--- src/hdl/posit_pkg.sv ---
`default_nettype none

package posit_pkg;

  // --------------------------------------------------
  // Widths
  // --------------------------------------------------
  localparam int unsigned WIDTH        = 16;
  localparam int unsigned TAG_W        = 4;
  localparam int unsigned NUM_OPGROUPS = 2;

  // --------------------------------------------------
  // Opcodes and groups
  // --------------------------------------------------
  typedef enum logic [2:0] {
    OP_MIN,
    OP_MAX,
    OP_EQ,
    OP_LT,
    OP_LE,
    OP_NEG,
    OP_P2I,
    OP_I2P
  } operation_e;

  typedef enum logic [0:0] {
    GRP_NONCOMP,
    GRP_CONV
  } opgroup_e;

  // Invalid and inexact flags
  typedef struct packed {
    logic nv;
    logic nx;
  } status_t;

  // Posit16 word, sign plus body
  typedef struct packed {
    logic        sign;
    logic [14:0] body;
  } posit_bits_t;

  // Same word seen as a posit or as a signed integer
  typedef union packed {
    posit_bits_t              posit;
    logic signed [WIDTH-1:0]  int_val;
  } operand_u;

  typedef struct packed {
    operand_u         opa;
    operand_u         opb;
    operation_e       op;
    logic [TAG_W-1:0] tag;
  } request_t;

  typedef struct packed {
    logic [WIDTH-1:0] result;
    status_t          status;
    logic [TAG_W-1:0] tag;
  } result_t;

  // --------------------------------------------------
  // Helpers
  // --------------------------------------------------
  function automatic opgroup_e get_opgroup(input operation_e op);
    case (op)
      OP_P2I, OP_I2P: return GRP_CONV;
      default:        return GRP_NONCOMP;
    endcase
  endfunction

  // NaR is the sign bit alone
  function automatic logic is_nar(input operand_u op);
    return op.posit.sign && (op.posit.body == '0);
  endfunction

endpackage

`default_nettype wire

--- src/hdl/posit_noncomp.sv ---
`timescale 1ns/100ps
`default_nettype none

module posit_noncomp (
  input  wire logic               clk_i,
  input  wire logic               rst_n_i,
  input  wire logic               flush_i,
  input  wire logic               in_valid_i,
  input  posit_pkg::request_t     req_i,
  input  wire logic               out_ready_i,
  output logic                    in_ready_o,
  output logic                    out_valid_o,
  output posit_pkg::result_t      res_o,
  output logic                    busy_o
);

  posit_pkg::operand_u a;
  posit_pkg::operand_u b;
  posit_pkg::result_t  res_d;
  posit_pkg::result_t  res_q;
  logic                valid_q;
  logic                a_lt_b;
  logic                a_eq_b;

  assign a = req_i.opa;
  assign b = req_i.opb;

  // Signed integer order puts NaR below every number
  assign a_lt_b = a.int_val < b.int_val;
  assign a_eq_b = a.int_val == b.int_val;

  always_comb begin
    res_d        = '0;
    res_d.tag    = req_i.tag;
    res_d.status = '0;
    case (req_i.op)
      posit_pkg::OP_MIN: res_d.result = (b.int_val < a.int_val) ? b : a;
      posit_pkg::OP_MAX: res_d.result = a_lt_b ? b : a;
      posit_pkg::OP_EQ:  res_d.result = {15'd0, a_eq_b};
      posit_pkg::OP_LT:  res_d.result = {15'd0, a_lt_b};
      posit_pkg::OP_LE:  res_d.result = {15'd0, a_lt_b | a_eq_b};
      posit_pkg::OP_NEG: begin
        // Zero and NaR have an empty body and map to themselves
        if (a.posit.body == '0) begin
          res_d.result = a;
        end else begin
          res_d.result = {~a.posit.sign, ~a.posit.body} + 16'd1;
        end
      end
      default:           res_d.result = a;
    endcase
  end

  // Output register, holds until granted
  assign in_ready_o = ~valid_q | out_ready_i;

  always_ff @(posedge clk_i) begin
    if (!rst_n_i || flush_i) begin
      valid_q <= 1'b0;
    end else if (in_ready_o) begin
      valid_q <= in_valid_i;
    end
  end

  always_ff @(posedge clk_i) begin
    if (in_valid_i && in_ready_o) begin
      res_q <= res_d;
    end
  end

  assign out_valid_o = valid_q;
  assign res_o       = res_q;
  assign busy_o      = valid_q;

endmodule

`default_nettype wire

--- src/hdl/posit_conv.sv ---
`timescale 1ns/100ps
`default_nettype none

module posit_conv (
  input  wire logic               clk_i,
  input  wire logic               rst_n_i,
  input  wire logic               flush_i,
  input  wire logic               in_valid_i,
  input  posit_pkg::request_t     req_i,
  input  wire logic               out_ready_i,
  output logic                    in_ready_o,
  output logic                    out_valid_o,
  output posit_pkg::result_t      res_o,
  output logic                    busy_o
);

  // Normalized value: (-1)^sign * 1.sig[14:0] * 2^scale
  typedef struct packed {
    logic                          to_int;
    logic                          sign;
    logic                          zero;
    logic                          nar;
    logic signed [6:0]             scale;
    logic [15:0]                   sig;
    logic [posit_pkg::TAG_W-1:0]   tag;
  } decoded_t;

  posit_pkg::operand_u a;
  decoded_t            dec_d;
  decoded_t            dec_q;
  posit_pkg::result_t  enc_d;
  posit_pkg::result_t  enc_q;
  logic                s1_valid_q;
  logic                s2_valid_q;
  logic                s1_ready;
  logic                s2_ready;

  assign a = req_i.opa;

  // --------------------------------------------------
  // Stage one, decode
  // --------------------------------------------------
  always_comb begin : decode
    logic [15:0]       mag;
    logic [14:0]       body;
    logic [14:0]       tail;
    logic [3:0]        run_len;
    logic              run;
    logic signed [6:0] run_s;
    logic signed [6:0] regime;
    logic [3:0]        lead;
    dec_d        = '0;
    dec_d.tag    = req_i.tag;
    dec_d.to_int = (req_i.op == posit_pkg::OP_P2I);
    dec_d.zero   = (a.int_val == 0);
    run_len      = '0;
    run          = 1'b1;
    lead         = '0;
    if (dec_d.to_int) begin
      dec_d.sign = a.posit.sign;
      dec_d.nar  = posit_pkg::is_nar(a);
      mag        = a.posit.sign ? -a.int_val : a.int_val;
      body       = mag[14:0];
      // Regime run length
      for (int i = 14; i >= 0; i--) begin
        if (run && (body[i] == body[14])) begin
          run_len = run_len + 4'd1;
        end else begin
          run = 1'b0;
        end
      end
      // Drop regime and terminator, exponent is left at the top
      tail        = body << ({1'b0, run_len} + 5'd1);
      run_s       = 7'(run_len);
      regime      = body[14] ? run_s - 7'sd1 : -run_s;
      dec_d.scale = {regime[5:0], tail[14]};
      dec_d.sig   = {1'b1, tail[13:0], 1'b0};
    end else begin
      dec_d.sign = a.int_val < 0;
      mag        = dec_d.sign ? -a.int_val : a.int_val;
      body       = mag[14:0];
      tail       = body;
      run_s      = '0;
      regime     = '0;
      for (int i = 0; i < 16; i++) begin
        if (mag[i]) begin
          lead = 4'(i);
        end
      end
      dec_d.scale = 7'(lead);
      dec_d.sig   = mag << (4'd15 - lead);
    end
  end

  // --------------------------------------------------
  // Stage two, round and encode
  // --------------------------------------------------
  always_comb begin : round_encode
    logic [31:0] ext;
    logic [5:0]  shamt;
    logic [3:0]  rshift;
    logic [16:0] mag_r;
    logic [14:0] body_r;
    logic        guard;
    logic        sticky;
    logic        ovf;
    enc_d     = '0;
    enc_d.tag = dec_q.tag;
    shamt     = '0;
    rshift    = '0;
    mag_r     = '0;
    body_r    = '0;
    ovf       = 1'b0;
    if (dec_q.to_int) begin
      if (dec_q.scale > 7'sd15) begin
        shamt = '0;
      end else if (dec_q.scale < -7'sd2) begin
        shamt = 6'd17;
      end else begin
        shamt = 6'(7'sd15 - dec_q.scale);
      end
      ext    = {dec_q.sig, 16'd0} >> shamt;
      guard  = ext[15];
      sticky = |ext[14:0];
      mag_r  = {1'b0, ext[31:16]} + 17'(guard & (sticky | ext[16]));
      ovf    = (dec_q.scale > 7'sd15) ||
               (dec_q.sign ? (mag_r > 17'd32768) : (mag_r > 17'd32767));
      if (dec_q.nar) begin
        enc_d.result    = 16'h8000;
        enc_d.status.nv = 1'b1;
      end else if (dec_q.zero) begin
        enc_d.result = '0;
      end else if (ovf) begin
        enc_d.result    = dec_q.sign ? 16'h8000 : 16'h7fff;
        enc_d.status.nx = 1'b1;
      end else begin
        enc_d.result    = dec_q.sign ? -mag_r[15:0] : mag_r[15:0];
        enc_d.status.nx = guard | sticky;
      end
    end else begin
      // Regime of r+1 ones and a zero, then exponent and fraction
      rshift = {1'b0, dec_q.scale[3:1]} + 4'd1;
      ext    = {1'b0, dec_q.scale[0], dec_q.sig[14:0], 15'd0};
      ext    = (ext >> rshift) | ~(32'hffff_ffff >> rshift);
      guard  = ext[16];
      sticky = |ext[15:0];
      body_r = ext[31:17] + 15'(guard & (sticky | ext[17]));
      if (dec_q.zero) begin
        enc_d.result = '0;
      end else begin
        enc_d.result    = dec_q.sign ? -{1'b0, body_r} : {1'b0, body_r};
        enc_d.status.nx = guard | sticky;
      end
    end
  end

  // --------------------------------------------------
  // Pipeline control
  // --------------------------------------------------
  assign s2_ready   = ~s2_valid_q | out_ready_i;
  assign s1_ready   = ~s1_valid_q | s2_ready;
  assign in_ready_o = s1_ready;

  always_ff @(posedge clk_i) begin
    if (!rst_n_i || flush_i) begin
      s1_valid_q <= 1'b0;
      s2_valid_q <= 1'b0;
    end else begin
      if (s1_ready) begin
        s1_valid_q <= in_valid_i;
      end
      if (s2_ready) begin
        s2_valid_q <= s1_valid_q;
      end
    end
  end

  always_ff @(posedge clk_i) begin
    if (in_valid_i && s1_ready) begin
      dec_q <= dec_d;
    end
    if (s1_valid_q && s2_ready) begin
      enc_q <= enc_d;
    end
  end

  assign out_valid_o = s2_valid_q;
  assign res_o       = enc_q;
  assign busy_o      = s1_valid_q | s2_valid_q;

endmodule

`default_nettype wire

--- src/hdl/posit_result_arbiter.sv ---
`timescale 1ns/100ps
`default_nettype none

module posit_result_arbiter (
  input  wire logic                                        clk_i,
  input  wire logic                                        rst_n_i,
  input  wire logic                                        flush_i,
  input  wire logic [posit_pkg::NUM_OPGROUPS-1:0]          valid_i,
  input  posit_pkg::result_t [posit_pkg::NUM_OPGROUPS-1:0] res_i,
  input  wire logic                                        full_i,
  output logic [posit_pkg::NUM_OPGROUPS-1:0]               grant_o,
  output logic                                             push_o,
  output posit_pkg::result_t                               res_o
);

  localparam int unsigned NumGroups = posit_pkg::NUM_OPGROUPS;
  localparam int unsigned PtrW      = (NumGroups > 1) ? $clog2(NumGroups) : 1;

  logic [PtrW-1:0] ptr_q;
  logic [PtrW-1:0] sel;
  logic            any_valid;

  // First valid group at or after the pointer
  always_comb begin
    int unsigned idx;
    sel       = '0;
    any_valid = 1'b0;
    for (int unsigned i = 0; i < NumGroups; i++) begin
      idx = (int'(ptr_q) + i) % NumGroups;
      if (!any_valid && valid_i[idx]) begin
        any_valid = 1'b1;
        sel       = PtrW'(idx);
      end
    end
  end

  assign push_o = any_valid & ~full_i;

  always_comb begin
    grant_o = '0;
    if (push_o) begin
      grant_o[sel] = 1'b1;
    end
  end

  assign res_o = res_i[sel];

  // Next search starts after the winner
  always_ff @(posedge clk_i) begin
    if (!rst_n_i || flush_i) begin
      ptr_q <= '0;
    end else if (push_o) begin
      ptr_q <= PtrW'((int'(sel) + 1) % NumGroups);
    end
  end

endmodule

`default_nettype wire

--- src/hdl/posit_result_fifo.sv ---
`timescale 1ns/100ps
`default_nettype none

module posit_result_fifo #(
  parameter int unsigned FifoDepth = 4
) (
  input  wire logic               clk_i,
  input  wire logic               rst_n_i,
  input  wire logic               flush_i,
  input  wire logic               push_i,
  input  posit_pkg::result_t      res_i,
  input  wire logic               out_ready_i,
  output logic                    full_o,
  output logic                    out_valid_o,
  output posit_pkg::result_t      res_o,
  output logic                    busy_o
);

  localparam int unsigned AddrW = $clog2(FifoDepth);

  posit_pkg::result_t mem [FifoDepth];
  logic [AddrW-1:0]   wr_ptr_q;
  logic [AddrW-1:0]   rd_ptr_q;
  logic [AddrW:0]     count_q;
  logic               pop;

  assign full_o      = (count_q == (AddrW + 1)'(FifoDepth));
  assign out_valid_o = (count_q != '0);
  assign pop         = out_valid_o & out_ready_i;

  // Pointers wrap on their own for a power-of-two depth
  always_ff @(posedge clk_i) begin
    if (!rst_n_i || flush_i) begin
      wr_ptr_q <= '0;
      rd_ptr_q <= '0;
      count_q  <= '0;
    end else begin
      if (push_i) begin
        wr_ptr_q <= wr_ptr_q + 1'b1;
      end
      if (pop) begin
        rd_ptr_q <= rd_ptr_q + 1'b1;
      end
      count_q <= count_q + (AddrW + 1)'(push_i) - (AddrW + 1)'(pop);
    end
  end

  always_ff @(posedge clk_i) begin
    if (push_i) begin
      mem[wr_ptr_q] <= res_i;
    end
  end

  assign res_o  = mem[rd_ptr_q];
  assign busy_o = out_valid_o;

endmodule

`default_nettype wire

--- src/hdl/posit_top.sv ---
`timescale 1ns/100ps
`default_nettype none

module posit_top #(
  parameter int unsigned FifoDepth = 4
) (
  input  wire logic               clk_i,
  input  wire logic               rst_n_i,
  input  wire logic               flush_i,
  input  posit_pkg::request_t     req_i,
  input  wire logic               in_valid_i,
  input  wire logic               out_ready_i,
  output logic                    in_ready_o,
  output posit_pkg::result_t      res_o,
  output logic                    out_valid_o,
  output logic                    busy_o
);

  localparam int unsigned NumGroups = posit_pkg::NUM_OPGROUPS;

  posit_pkg::opgroup_e                 sel_grp;
  logic [NumGroups-1:0]                grp_in_valid;
  logic [NumGroups-1:0]                grp_in_ready;
  logic [NumGroups-1:0]                grp_out_valid;
  logic [NumGroups-1:0]                grp_grant;
  logic [NumGroups-1:0]                grp_busy;
  posit_pkg::result_t [NumGroups-1:0]  grp_res;
  posit_pkg::result_t                  arb_res;
  logic                                arb_push;
  logic                                fifo_full;
  logic                                fifo_busy;

  // --------------------------------------------------
  // Dispatch
  // --------------------------------------------------
  assign sel_grp    = posit_pkg::get_opgroup(req_i.op);
  assign in_ready_o = in_valid_i & grp_in_ready[sel_grp];

  for (genvar g = 0; g < NumGroups; g++) begin : gen_in_valid
    assign grp_in_valid[g] = in_valid_i & (sel_grp == posit_pkg::opgroup_e'(g));
  end

  posit_noncomp i_noncomp (
    .clk_i,
    .rst_n_i,
    .flush_i,
    .in_valid_i  (grp_in_valid[posit_pkg::GRP_NONCOMP]),
    .req_i,
    .out_ready_i (grp_grant[posit_pkg::GRP_NONCOMP]),
    .in_ready_o  (grp_in_ready[posit_pkg::GRP_NONCOMP]),
    .out_valid_o (grp_out_valid[posit_pkg::GRP_NONCOMP]),
    .res_o       (grp_res[posit_pkg::GRP_NONCOMP]),
    .busy_o      (grp_busy[posit_pkg::GRP_NONCOMP])
  );

  posit_conv i_conv (
    .clk_i,
    .rst_n_i,
    .flush_i,
    .in_valid_i  (grp_in_valid[posit_pkg::GRP_CONV]),
    .req_i,
    .out_ready_i (grp_grant[posit_pkg::GRP_CONV]),
    .in_ready_o  (grp_in_ready[posit_pkg::GRP_CONV]),
    .out_valid_o (grp_out_valid[posit_pkg::GRP_CONV]),
    .res_o       (grp_res[posit_pkg::GRP_CONV]),
    .busy_o      (grp_busy[posit_pkg::GRP_CONV])
  );

  // --------------------------------------------------
  // Arbitration and result queue
  // --------------------------------------------------
  posit_result_arbiter i_arbiter (
    .clk_i,
    .rst_n_i,
    .flush_i,
    .valid_i (grp_out_valid),
    .res_i   (grp_res),
    .full_i  (fifo_full),
    .grant_o (grp_grant),
    .push_o  (arb_push),
    .res_o   (arb_res)
  );

  posit_result_fifo #(
    .FifoDepth (FifoDepth)
  ) i_fifo (
    .clk_i,
    .rst_n_i,
    .flush_i,
    .push_i      (arb_push),
    .res_i       (arb_res),
    .out_ready_i,
    .full_o      (fifo_full),
    .out_valid_o,
    .res_o,
    .busy_o      (fifo_busy)
  );

  assign busy_o = (|grp_busy) | fifo_busy;

endmodule

`default_nettype wire

--- config.mk ---
export PLATFORM = sky130hd
export DESIGN_NAME = posit_top
export DESIGN_NICKNAME = d
export VERILOG_FILES = /design/src/hdl/posit_pkg.sv /design/src/hdl/posit_noncomp.sv /design/src/hdl/posit_conv.sv /design/src/hdl/posit_result_arbiter.sv /design/src/hdl/posit_result_fifo.sv /design/src/hdl/posit_top.sv
export SDC_FILE = /design/constraint.sdc
export NUM_CORES = 1
export LEC_CHECK = 0
export BUFFER_PORTS_ARGS = -buffer_cell sky130_fd_sc_hd__buf_2
export CAP_MARGIN = 10
export CORE_ASPECT_RATIO = 0.5
export CORE_MARGIN = 2
export CORE_UTILIZATION = 30
export CTS_CLUSTER_DIAMETER = 30
export DETAILED_ROUTE_END_ITERATION = 12
export PLACE_DENSITY_LB_ADDON = 0.12
export SETUP_SLACK_MARGIN = 0.02
export SLEW_MARGIN = 10
export SYNTH_ARGS = -nofsm -noshare
export SYNTH_HDL_FRONTEND = slang
export SYNTH_SLANG_ARGS = --single-unit
export TNS_END_PERCENT = 1
--- constraint.sdc ---
create_clock -name clk_i -period 7.3 [get_ports clk_i]
set_clock_uncertainty 0.2 [all_clocks]
set_input_delay 0.365 -clock clk_i [delete_from_list [all_inputs] [get_ports clk_i]]
set_output_delay 0.365 -clock clk_i [all_outputs]
set_load 0.1 [all_outputs]
# Yosys cells after proc, flatten, opt, wreduce, memory -nomap -nowiden
# Memories as Yosys holds them, arrays and structs flattened. A register that Yosys moved wholly into a read port is not among the register bits.
# Cells that the tools add are included.
# op_classes
eq_ne,23
n_addsub,32
magnitude_cmp,12
n_bitwise,26
mux,119
reduce_logical,32
n_shift,5
# op_table
operator,count
two-way mux 16 bit,12
two-way mux 4 bit,38
case mux 16 bit (6 select lines),1
"adder 4 x 1 -> 4 bit, second input constant",14
two-way mux 1 bit,50
two-way mux 22 bit,2
logical NOT 32 bit,1
< comparator 16 bit,2
negation 16 bit,2
NOT 32 bit,1
bitwise OR 32 bit,1
right shift 31 x 4 -> 32 bit,1
"right shift 32 x 4 -> 32 bit, first input constant",1
right shift 32 x 6 -> 32 bit,1
two-way mux 6 bit,4
logical AND 1 bit,20
two-way mux 20 bit,1
adder 16 x 17 -> 17 bit,1
AND 1 x 17 -> 17 bit,1
"greater-than comparator 17 x 15 -> 1 bit, second input constant",1
"greater-than comparator 17 x 16 -> 1 bit, second input constant",1
"adder 16 x 1 -> 16 bit, second input constant",1
equality test 16 bit,1
"< comparator 16 x 1 -> 1 bit, second input constant",1
other kinds (39),90
# word_totals
mem_bits_rw,88
output_inout_bits,25
ff_bits,84
input_bits,44
n_memories,1
elab_cells,272
# memory_table
name,words,width,rd,rd_ports_with_merged_regs,write_ports,line,source
i_fifo.mem,4,22,1,1,1,posit_result_fifo.sv:21,posit_pkg::result_t mem [FifoDepth];

# Logic depth before layout (Yosys ltp)
# Gate-level depths: netlist of the first run.
# depth
word_depth,48
mapped_depth,36
mapped_depth_nobuf,32

# Hierarchy
# A second synthesis of the first run with hierarchy kept.
# unflattened
hier_cells,1554
hier_area_um2,14809.2
# by_module_without_submodules
mod,cells_per_inst,seq_area_each_um2,instances,area_per_inst_um2
posit_conv,1122,1631.6,1,8677.1
posit_result_fifo,163,2822.7,1,3676.0
posit_noncomp,226,620.6,1,1986.9
posit_result_arbiter,36,20.0,1,429.2
posit_top,7,0.0,1,40.0

# Worst setup path after synthesis of the first run
# No wires, ideal clock.
# synth_timing
path_kind,input to register
start,input port req_i[23] in the netlist's numbering
end,register i_conv.dec_q[18] in the netlist's numbering (data pin)
stages,32
t_required_ps,6839
arrival_time_ps,7262
path_buffers,4
setup_ps,261
path_slack_ps,-423
path_cell_list,clkbuf_1 > inv_1 > ha_1 > nor4b_2 > a41oi_2 > xnor2_4 > or3_2 > a22oi_4 > buf_6 > nand2_1 > and2_1 > ha_1 > a22o_1 > o21ai_0 > ha_1 > o22ai_1 > o21a_4 > mux2_2 > ha_1 > o21ai_0 > ha_1 > nand2_1 > xnor2_1 > o211a_1 > or4_1 > o21ai_2 > xnor2_1 > buf_2 > xor2_1 > buf_2 > nor2_1 > a221o_1
# synth_lines
item,line,source
"start, declared",posit_top.sv:10,"input posit_pkg::request_t req_i,"
"end signal, assigned",posit_conv.sv:180,dec_q <= dec_d;
"end, declared",posit_conv.sv:30,decoded_t dec_q;

==> out/qor.yml, run 1 <==
timing:
  period_share_pct: 94.9
  period_minus_slack_ns: 6.92
  setup_viol: 0
  slew_headroom_pct: 27.1
  hold_viol: 0
  rsz0062_at_grt: "true"
  fmax_mhz: 144
  worst_slew_pin_slew_ns: 1.09
  slew_violations: 0
  layout_setup_ws_ns: 0.375
critical_path:
  crit_family: "compound AO/OA/AOI/OAI gates"
  startpoint_type: "input pin"
  r2r_start: "i_conv.dec_q[25]$_SDFFCE_PN0P_"
  critPathMaxFanout: 9
  worstPathRequired_ns: 7.30
  r2r-end: "i_conv.res_o[7]$_DFFE_PP_"
  worstPathArrival_ns: 6.92
  critPathBufInv: 3
  end_kind: "flop"
  r2r_slack_ns: 0.47
  path_depth: 31
  criticalPathCategory: "input pin to flop"
  slowest_delay_ns: 0.59
  critical_path.endpoint: "i_conv.dec_q[17]$_DFFE_PP_"
  r2r_cells: 20
  slowest_stage: "or4_4"
  timing.critical_path.from: "req_i[29]"
power:
  power.leakage_nw: 6.25
  p_sw_share_pct: 36.0
  finalPower_w: 0.00317
  seqPwrFrac_pct: 36.3
  p_int_w: 0.00203
  power_switching_w: 0.00114
  worst_ir_drop_vdd_mv: 0.152
  clockPowerShare_pct: 29.1
  p_per_area_nw_per_um2: 189
  p_comb_share_pct: 34.6
yosys:
  synth_most_common_cell: "edfxtp_1"
  yosys.area.top_type_share_pct: 34.1
  syn_inst: 1422
  ys_seq_area_share_pct: 35.9
  synthArstFlopShare_pct: 0
  yosys.area.top_type: "edfxtp_1"
  netlist-cell-type-count: 114
  ys_ff_latch: 174
  synth_common_cells: "161 x edfxtp_1, 126 x nor2_1, 119 x nand2_1"
  synthesis.nets: 1509
  synth_enable_flop_cells: 161
  ys_warn_count: 0
  synth.avg_cell_area_um2: 9.98
  synthFlopType: "edfxtp_1"
  synth.area.top_cells: "edfxtp_1 34%, mux2i_1 5.9%, mux4_2 5.2%"
  synth_area_um2: 14200
clock_tree:
  cts_buffers: 17
  clock-root-buffer: "clkbuf_16"
  clkSlewWorstSetupHoldPaths_ns: 0.08
  cts_buffer_depth: 2
  clock_sinks: 174
  tritoncts: "done"
  htreeDepth: 4
  insertion_delay_ns: 0.44
drt:
  viasPerCell: 5.41
  wl_per_cell_um: 20.7
  wl_mm: 46.2
  drcViolationCount: 0
  drt-pass1-iter-count: 5
  drt_iter0_drc: 1050
  vias: 12043
  final_antenna_net_count: 0
global_routing:
  grt_pass1_vias: 11769
  grt_use_total_pct: 18.8
  antenna_found_initial: 2
  grt_max_degree: 33
  use_met1_pct: 27.4
  grt_overflow: 0
  busiest_layer: "met2"
  met2_usage_pct: 30.3
  grt_pass1_wl_mm: 71.6
  met3_usage_pct: 2.24
floorplanning:
  initial_utilization_pct: 30.4
  fp.dieH_um: 158
  die_w_um: 312
  core.rowCount: 56
  pin_count: 69
  core_area_um2: 46700
  fp.dieArea_um2: 49200
finish:
  nets: 1663
  drive_gt1_share_pct: 25.6
  area_growth_pct: 18.5
  diodes: 0
  final_cells: 2227
run:
  maxCapViolCount: 0
placement:
  dp_hpwl_mm: 35.8
  port-buffer-count: 68
  place_congestion: 0.912
  pre_cts_ws_ns: -0.194
  place_inst: 2184
worst_hold_path:
  hp-class: "input pin to flop"
status:
  status: "complete, no violations"
area by class of cell:
| cell class | count | area [um2] |
|---|---|---|
| inverters | 49 | 189 |
| multi-input cells | 1120 | 8660 |
| repair buffers | 214 | 1480 |
| clock buffers | 17 | 425 |
| flip-flops and latches | 174 | 5090 |
| clock inverters | 15 | 163 |
| fillers | 4736 | 29900 |
| well taps | 638 | 798 |
repair_timing:
item | CTS | global route
resized for setup | 0 | 9
hold endpoints to repair | 8 | 0
setup buffers | 0 | 7
hold buffers | 4 | 0
setup endpoints to repair | 0 | 30
metrics by stage:
stage | area, um2 | setup TNS [ns] | utilization, % | hold WS (ns)
global route | 16800 | 0 | 36.0 | 0.0681
detailed placement | 16100 | -1.54 | 34.4 | 0.216
finish | 16800 | 0 | 36.0 | 0.0825
CTS | 16700 | 0 | 35.7 | 0.0529
floorplan | 14300 | 0 | - | 0.200
global placement | 16100 | -0.313 | 34.4 | 0.207
flip-flops by register name (all words and copies together) (netlist names), named ones only:
register / flops
i_conv.res_o: 22
i_fifo.mem: 88
i_fifo.count_q: 3
i_conv.out_valid_o: 1
i_fifo.wr_ptr_q: 2
i_noncomp.res_o: 20
i_fifo.rd_ptr_q: 2
i_noncomp.busy_o: 1
i_conv.dec_q: 31
i_conv.s1_valid_q: 1
i_arbiter.ptr_q: 1
worst min path at each step:
| stage | startpoint | end | slack, ns | cells past startpoint |
|---|---|---|---|---|
| 2_1_floorplan | i_conv.dec_q[0]$_DFFE_PP_ | i_conv.res_o[0]$_DFFE_PP_ | 0.20 | 0 |
| 5_1_grt | in_valid_i | i_noncomp.busy_o$_SDFFE_PP0N_ | 0.07 | 3 |
| 3_5_place_dp | i_conv.dec_q[0]$_DFFE_PP_ | i_conv.res_o[0]$_DFFE_PP_ | 0.22 | 0 |
| 6_report | in_valid_i | i_noncomp.busy_o$_SDFFE_PP0N_ | 0.08 | 3 |
| 4_1_cts | in_valid_i | i_noncomp.busy_o$_SDFFE_PP0N_ | 0.05 | 3 |
| 3_3_place_gp | i_conv.dec_q[2]$_DFFE_PP_ | i_conv.res_o[2]$_DFFE_PP_ | 0.21 | 0 |
layer usage:
metal  vias to the layer above  share of wire [%]
met5                         -                  0
met4                         0                1.0
met3                        39                3.6
met2                       265                 45
met1                      5950                 51
li1                       5789                  -
cells in the final DEF (no fill, tap or decap), drive strengths merged, types with 25 or more instances in the layout:
| cell type | synthesis | layout |
|---|---|---|
| o21ai | 69 | 69 |
| edfxtp | 161 | 161 |
| buf | 30 | 210 |
| o22ai | 29 | 29 |
| xnor2 | 62 | 62 |
| and2 | 25 | 25 |
| nor3 | 36 | 36 |
| mux2i | 83 | 83 |
| mux2 | 46 | 46 |
| a21oi | 72 | 72 |
| ha | 42 | 42 |
| nor2 | 127 | 127 |
| nand3 | 32 | 32 |
| nand2 | 120 | 120 |
| mux4 | 33 | 33 |
| inv | 47 | 56 |
worst register-to-register path, cell delays in order, from the launching register on:
cell and delay, ns:
edfxtp_1 0.52, or4_1 0.77, mux2i_1 0.28, mux2i_1 0.15
a222oi_1 0.75, nor2_1 0.14, a21o_1 0.22, nor2_1 0.10
a41o_1 0.21, a21oi_1 0.09, ha_1 0.26, ha_1 0.26
o211ai_1 0.16, nand2_1 0.11, a32o_1 0.23, a211o_1 0.35
or4_4 0.61, nor4_2 0.35, o21ai_1 0.09, a211o_1 0.51
o22ai_1 0.29
power groups by stage:
stage | Clock, W | Sequential (W) | Combinational, W
6_report | 0.000924 | 0.00115 | 0.00110
5_1_grt | 0.000988 | 0.00115 | 0.00119
4_1_cts | 0.000957 | 0.00115 | 0.00108
3_5_place_dp | 0 | 0.00117 | 0.00108
3_3_place_gp | 0 | 0.00117 | 0.00107
2_1_floorplan | 0 | 0.00116 | 0.000748
logic make-up (layout without fill, tap and decap cells):
kind of cell               after synthesis  after routing  share of synthesized area [%]
buffers and inverters                  128            295                           4.38
adders and majority gates               43             43                           3.84
DFF                                    174            174                           35.9
AOI/OAI and AO/OA                      370            370                           18.9
xor gates and xnor gates                86             86                           6.01
muxes                                  162            162                           14.7
and+or+nand+nor                        459            459                           16.2
No activity file was read; power rests on OpenSTA's default activity.
==> run 2: changes to the inputs <==
--- a/config.mk
+++ b/config.mk
@@ -6,5 +6,5 @@
 export NUM_CORES = 1
 export LEC_CHECK = 0
-export BUFFER_PORTS_ARGS = -buffer_cell sky130_fd_sc_hd__buf_2
+export BUFFER_PORTS_ARGS = -buffer_cell sky130_fd_sc_hd__buf_4
 export CAP_MARGIN = 10
 export CORE_ASPECT_RATIO = 0.5
==> constraint.sdc (replaced) <==
create_clock -name clk_i -period 7.3 [get_ports clk_i]
set_clock_uncertainty 0.2 [all_clocks]
set_input_delay 1.46 -clock clk_i [delete_from_list [all_inputs] [get_ports clk_i]]
set_output_delay 1.46 -clock clk_i [all_outputs]
set_load 0.1 [all_outputs]
==> run 2 against run 1 <==
The flow now finishes with violations (negative setup slack). Via count rose by 1.9%. First-iteration DRC count is 1.1% lower. Maximum frequency is 10% lower. Critical path depth unchanged. Non-clock buffer count up 66. Combinational power is 8% higher. Die area did not move. Cell count increased by 2.9%. Sequential power hardly changed. Total power rose by 1.5%. Sequential share of layout area down 1.3 points. Clock-buffer cell count grew 1.
==> out/qor.yml, run 2 (synthesis gave the netlist of run 1 again) <==
worst_hold_path:
  hp-class: "flop to flop"
clock_tree:
  clock-root-buffer: "clkbuf_16"
  htreeDepth: 4
  insertion_delay_ns: 0.44
  tritoncts: "done"
  clock_sinks: 174
  cts_buffer_depth: 2
  cts_buffers: 17
  hold_buffers: 0
  clkSlewWorstSetupHoldPaths_ns: 0.08
drt:
  vias: 12271
  wl_per_cell_um: 20.3
  final_antenna_net_count: 0
  drt-pass1-iter-count: 5
  drt_iter0_drc: 1038
  viasPerCell: 5.35
  wl_mm: 46.5
  drcViolationCount: 0
critical_path:
  slowest_delay_ns: 0.53
  end_kind: "flop"
  startpoint_type: "input pin"
  worstPathRequired_ns: 7.28
  slowest_stage: "or4b_4"
  worstPathArrival_ns: 7.70
  criticalPathCategory: "input pin to flop"
  critPathMaxFanout: 5
  critPathBufInv: 3
  crit_top_cell: "o21ai_2"
  crit_family: "compound AO/OA/AOI/OAI gates"
timing:
  slew_headroom_pct: 25.8
  tns_ns: -5.66
  period_share_pct: 106
  hold_viol: 0
  layout_setup_ws_ns: -0.418
  slew_violations: 0
  rsz0062_at_grt: "true"
  setup_viol: 16
  hold_ws_ns: 0.223
  worst_slew_pin_slew_ns: 1.11
  fmax_mhz: 130
  period_minus_slack_ns: 7.72
finish:
  area_growth_pct: 24.0
  nets: 1729
  diodes: 0
  drive_gt1_share_pct: 29.7
  largest_register_ffs: 88
  layout_commonest_cell: "buf_4"
  finish.utilization_pct: 37.6
  n_fill_cell: 4650
  final_cell_mix: "268 x buf_4, 161 x edfxtp_1, 126 x nor2_1"
  top_register: "i_fifo.mem"
floorplanning:
  fp.dieArea_um2: 49200
  initial_utilization_pct: 30.4
  core.rowCount: 56
  core_area_um2: 46700
  fp.dieH_um: 158
  pin_count: 69
  die_w_um: 312
global_routing:
  grt_use_total_pct: 19.1
  grt_pass1_vias: 11947
  grt_pass1_wl_mm: 72.3
  grt_max_degree: 33
  antenna_found_initial: 0
  grt_overflow: 0
status:
  status: "complete, but fails checks"
  violations: "negative setup slack"
power:
  worst_ir_drop_vdd_mv: 0.126
  power.leakage_nw: 6.68
  p_per_area_nw_per_um2: 183
placement:
  port-buffer-count: 68
  dp_hpwl_mm: 36.2
  place_congestion: 0.895
  pre_cts_ws_ns: -1.22
run:
  maxCapViolCount: 0
run 2: cell count changes in the layout (fill, tap and decap cells not counted), moves of 3 or more:
cell           delta
buf_2            -68
buf_4           +129
buf_6            +10
clkinv_4          +3
dlygate4sd3_1     -4
inv_6             -3
or3_4             +3
run 2: report_power, final:
group	switching, W	leakage [nW]	internal, W
clock	0.000429	0.263	0.000444
combinational	0.000674	4.85	0.000520
sequential	0.0000243	1.57	0.00113
run 2: path summary, 6_finish.rpt:
path	start	end	slack, ns	cells past startpoint
max	req_i[34]	i_conv.dec_q[14]$_DFFE_PP_	-0.42	31
min	i_conv.dec_q[0]$_DFFE_PP_	i_conv.res_o[0]$_DFFE_PP_	0.22	0
max reg2reg	i_conv.dec_q[24]$_SDFFCE_PN0P_	i_conv.res_o[7]$_DFFE_PP_	0.37	20
min reg2reg	i_conv.dec_q[0]$_DFFE_PP_	i_conv.res_o[0]$_DFFE_PP_	0.22	0
run 2: cell type report:
| class | count | area, um2 | share of cell area (%) |
|---|---|---|---|
| Inverter | 49 | 194 | 1.10 |
| Sequential cell | 174 | 5090 | 29.0 |
| Tap cell | 638 | 798 | 4.54 |
| Multi-Input combinational cell | 1120 | 8800 | 50.0 |
| Clock buffer | 18 | 429 | 2.44 |
| Timing Repair Buffer | 280 | 2160 | 12.3 |
| Clock inverter | 13 | 111 | 0.633 |
run 2: layer usage:
metal | vias up | track usage (%) | wire [um]
met5 | - | 0 | 0
met4 | 0 | 4.07 | 703
met3 | 40 | 2.44 | 1800
met2 | 266 | 30.4 | 20600
met1 | 6056 | 27.6 | 23400
li1 | 5909 | - | -
run 2: per-stage QoR:
stage / cells / instance area [um2] / power, W
finish: 2292 / 17600 / 0.00322
detailed placement: 2243 / 16700 / 0.00232
CTS: 2291 / 17500 / 0.00324
global route: 2292 / 17600 / 0.00339
global placement: 2243 / 16700 / 0.00232
floorplan: 1422 / 14300 / 0.00191
run 2: repair_timing:
| action | in CTS | in global routing |
|---|---|---|
| gates resized for setup | 41 | 10 |
| buffers inserted | 17 | 1 |
| pin swaps | 33 | 2 |
| setup endpoints to repair | 20 | 37 |
==> run 3: changes to the inputs <==
clock period = 6.85 ns   (was 7.3 ns; I/O delays follow)
==> run 3 against run 2 <==
The flow still finishes with violations (negative setup slack). Register-to-register slack got worse by 0.03 ns. Global-route usage increased by 0.10 points. Sequential share of layout area is 0.072 points lower. Clock-buffer cell count unchanged. Total power is 6.4% higher. Die area unchanged. Clock power increased by 5.0%. Core utilization up 0.094 points. Critical path type unchanged. Critical endpoint is now i_conv.dec_q[18]$_DFFE_PP_. Largest power group unchanged.
==> out/qor.yml, run 3 (synthesis gave the netlist of run 1 again) <==
status:
  status: "complete, but fails checks"
  violations: "negative setup slack"
finish:
  top_register: "i_fifo.mem"
  nets: 1730
  final_cell_mix: "274 x buf_4, 161 x edfxtp_1, 126 x nor2_1"
  largest_register_ffs: 88
  seqCellArea_um2: 5090
  multiInputGateArea_um2: 8850
  n_fill_cell: 4713
  diodes: 0
  layout_commonest_cell: "buf_4"
  area_growth_pct: 24.3
  drive_gt1_share_pct: 30.1
placement:
  pre_cts_ws_ns: -1.59
  dp_hpwl_mm: 36.4
  port-buffer-count: 68
  place_congestion: 0.879
power:
  p_sw_share_pct: 34.9
  p_int_w: 0.00223
  p_per_area_nw_per_um2: 194
  power_switching_w: 0.00119
  power.leakage_nw: 6.68
  clockPowerShare_pct: 26.8
  worst_ir_drop_vdd_mv: 0.110
  finalPower_w: 0.00342
  p_comb_share_pct: 37.3
  seqPwrFrac_pct: 35.9
drt:
  drt_iter0_drc: 1014
  viasPerCell: 5.34
  drcViolationCount: 0
  wl_per_cell_um: 20.3
  drt-pass1-iter-count: 7
  vias: 12252
  final_antenna_net_count: 0
  wl_mm: 46.6
global_routing:
  antenna_found_initial: 0
  grt_pass1_wl_mm: 73.2
  grt_use_total_pct: 19.2
  grt_max_degree: 33
  grt_overflow: 0
  grt_pass1_vias: 12259
timing:
  layout_setup_ws_ns: -0.864
  fmax_mhz: 130
  period_minus_slack_ns: 7.71
  setup_viol: 20
  slew_headroom_pct: 25.0
  slew_violations: 0
  rsz0062_at_grt: "true"
  hold_ws_ns: 0.223
  hold_viol: 0
  worst_slew_pin_slew_ns: 1.11
  period_share_pct: 113
  tns_ns: -13.32
critical_path:
  criticalPathCategory: "input pin to flop"
  slowest_stage: "or4b_4"
  worstPathArrival_ns: 7.70
  worstPathRequired_ns: 6.84
  critPathMaxFanout: 4
  startpoint_type: "input pin"
  slowest_delay_ns: 0.49
  end_kind: "flop"
floorplanning:
  fp.dieH_um: 158
  core.rowCount: 56
  pin_count: 69
  initial_utilization_pct: 30.4
  die_w_um: 312
  core_area_um2: 46700
  fp.dieArea_um2: 49200
clock_tree:
  cts_buffer_depth: 2
  clock-root-buffer: "clkbuf_16"
  clkSlewWorstSetupHoldPaths_ns: 0.08
  insertion_delay_ns: 0.43
  clock_sinks: 174
  cts_buffers: 17
  htreeDepth: 4
  hold_buffers: 0
  tritoncts: "done"
run:
  maxCapViolCount: 0
worst_hold_path:
  hp-class: "flop to flop"
-- run 3: cell count changes in the layout (fill, tap and decap cells not counted), moves of 2 or more --
cell and delta:
buf_6 -5, o31ai_1 -2, buf_4 +6, o31ai_2 +2, clkinvlp_4 +2, mux2i_1 -2
-- run 3: worst paths after layout --
check	slack, ns	cells after the start	start	endpoint
hold / removal	0.22	0	i_conv.dec_q[3]$_DFFE_PP_	i_conv.res_o[3]$_DFFE_PP_
setup / recovery	-0.86	33	req_i[24]	i_conv.dec_q[18]$_DFFE_PP_
hold reg to reg	0.22	0	i_conv.dec_q[3]$_DFFE_PP_	i_conv.res_o[3]$_DFFE_PP_
setup reg to reg	0.34	21	i_conv.dec_q[20]$_DFFE_PP_	i_conv.res_o[7]$_DFFE_PP_
-- run 3: worst max-delay path, delay by kind of cell --
kind                       cells  cell delay [ns]
and+or+nand+nor                8             2.20
muxes                          2             0.39
AOI/OAI and AO/OA             10             1.85
xor gates and xnor gates       4             0.51
buffers and inverters          4             0.49
adders and majority gates      5             0.87
-- run 3: repair_timing --
item / CTS / global route
endpoints found under the hold margin: 0 / 0
endpoints found under the setup margin: 21 / 37
resized for setup: 34 / 19
setup buffers: 8 / 0
pin swaps: 34 / 5
-- run 3: area by class of cell --
cell class                 instances  share of cell area, %
multi-input combinational       1120                   50.2
sequential                       174                   28.9
timing repair buffer             281                   12.2
tap                              638                   4.53
clock buffer                      18                   2.43
inverter                          49                   1.10
clock inverter                    14                  0.646
-- run 3: per-stage QoR --
step	area [um2]	cells	utilization, %
global route	17600	2294	37.7
finish	17600	2294	37.7
global placement	16800	2254	35.9
floorplan	14300	1422	-
CTS	17600	2294	37.6
detailed placement	16800	2254	35.9
-- run 3: routing by layer --
layer  vias to the layer above  GRT usage [%]  share of wire, %
met5                         -              0                 0
met4                         0           3.52              0.99
met3                        32           2.75               4.1
met2                       284           31.4                46
met1                      6020           27.1                49
li1                       5916              -                 -
-- run 3: power groups by stage --
stage | clock, W | combinational [W] | sequential [W]
finish | 0.000916 | 0.00128 | 0.00123
global route | 0.000992 | 0.00139 | 0.00123
CTS | 0.000953 | 0.00127 | 0.00123
detailed placement | 0 | 0.00122 | 0.00125
global placement | 0 | 0.00121 | 0.00125
floorplan | 0 | 0.000801 | 0.00124
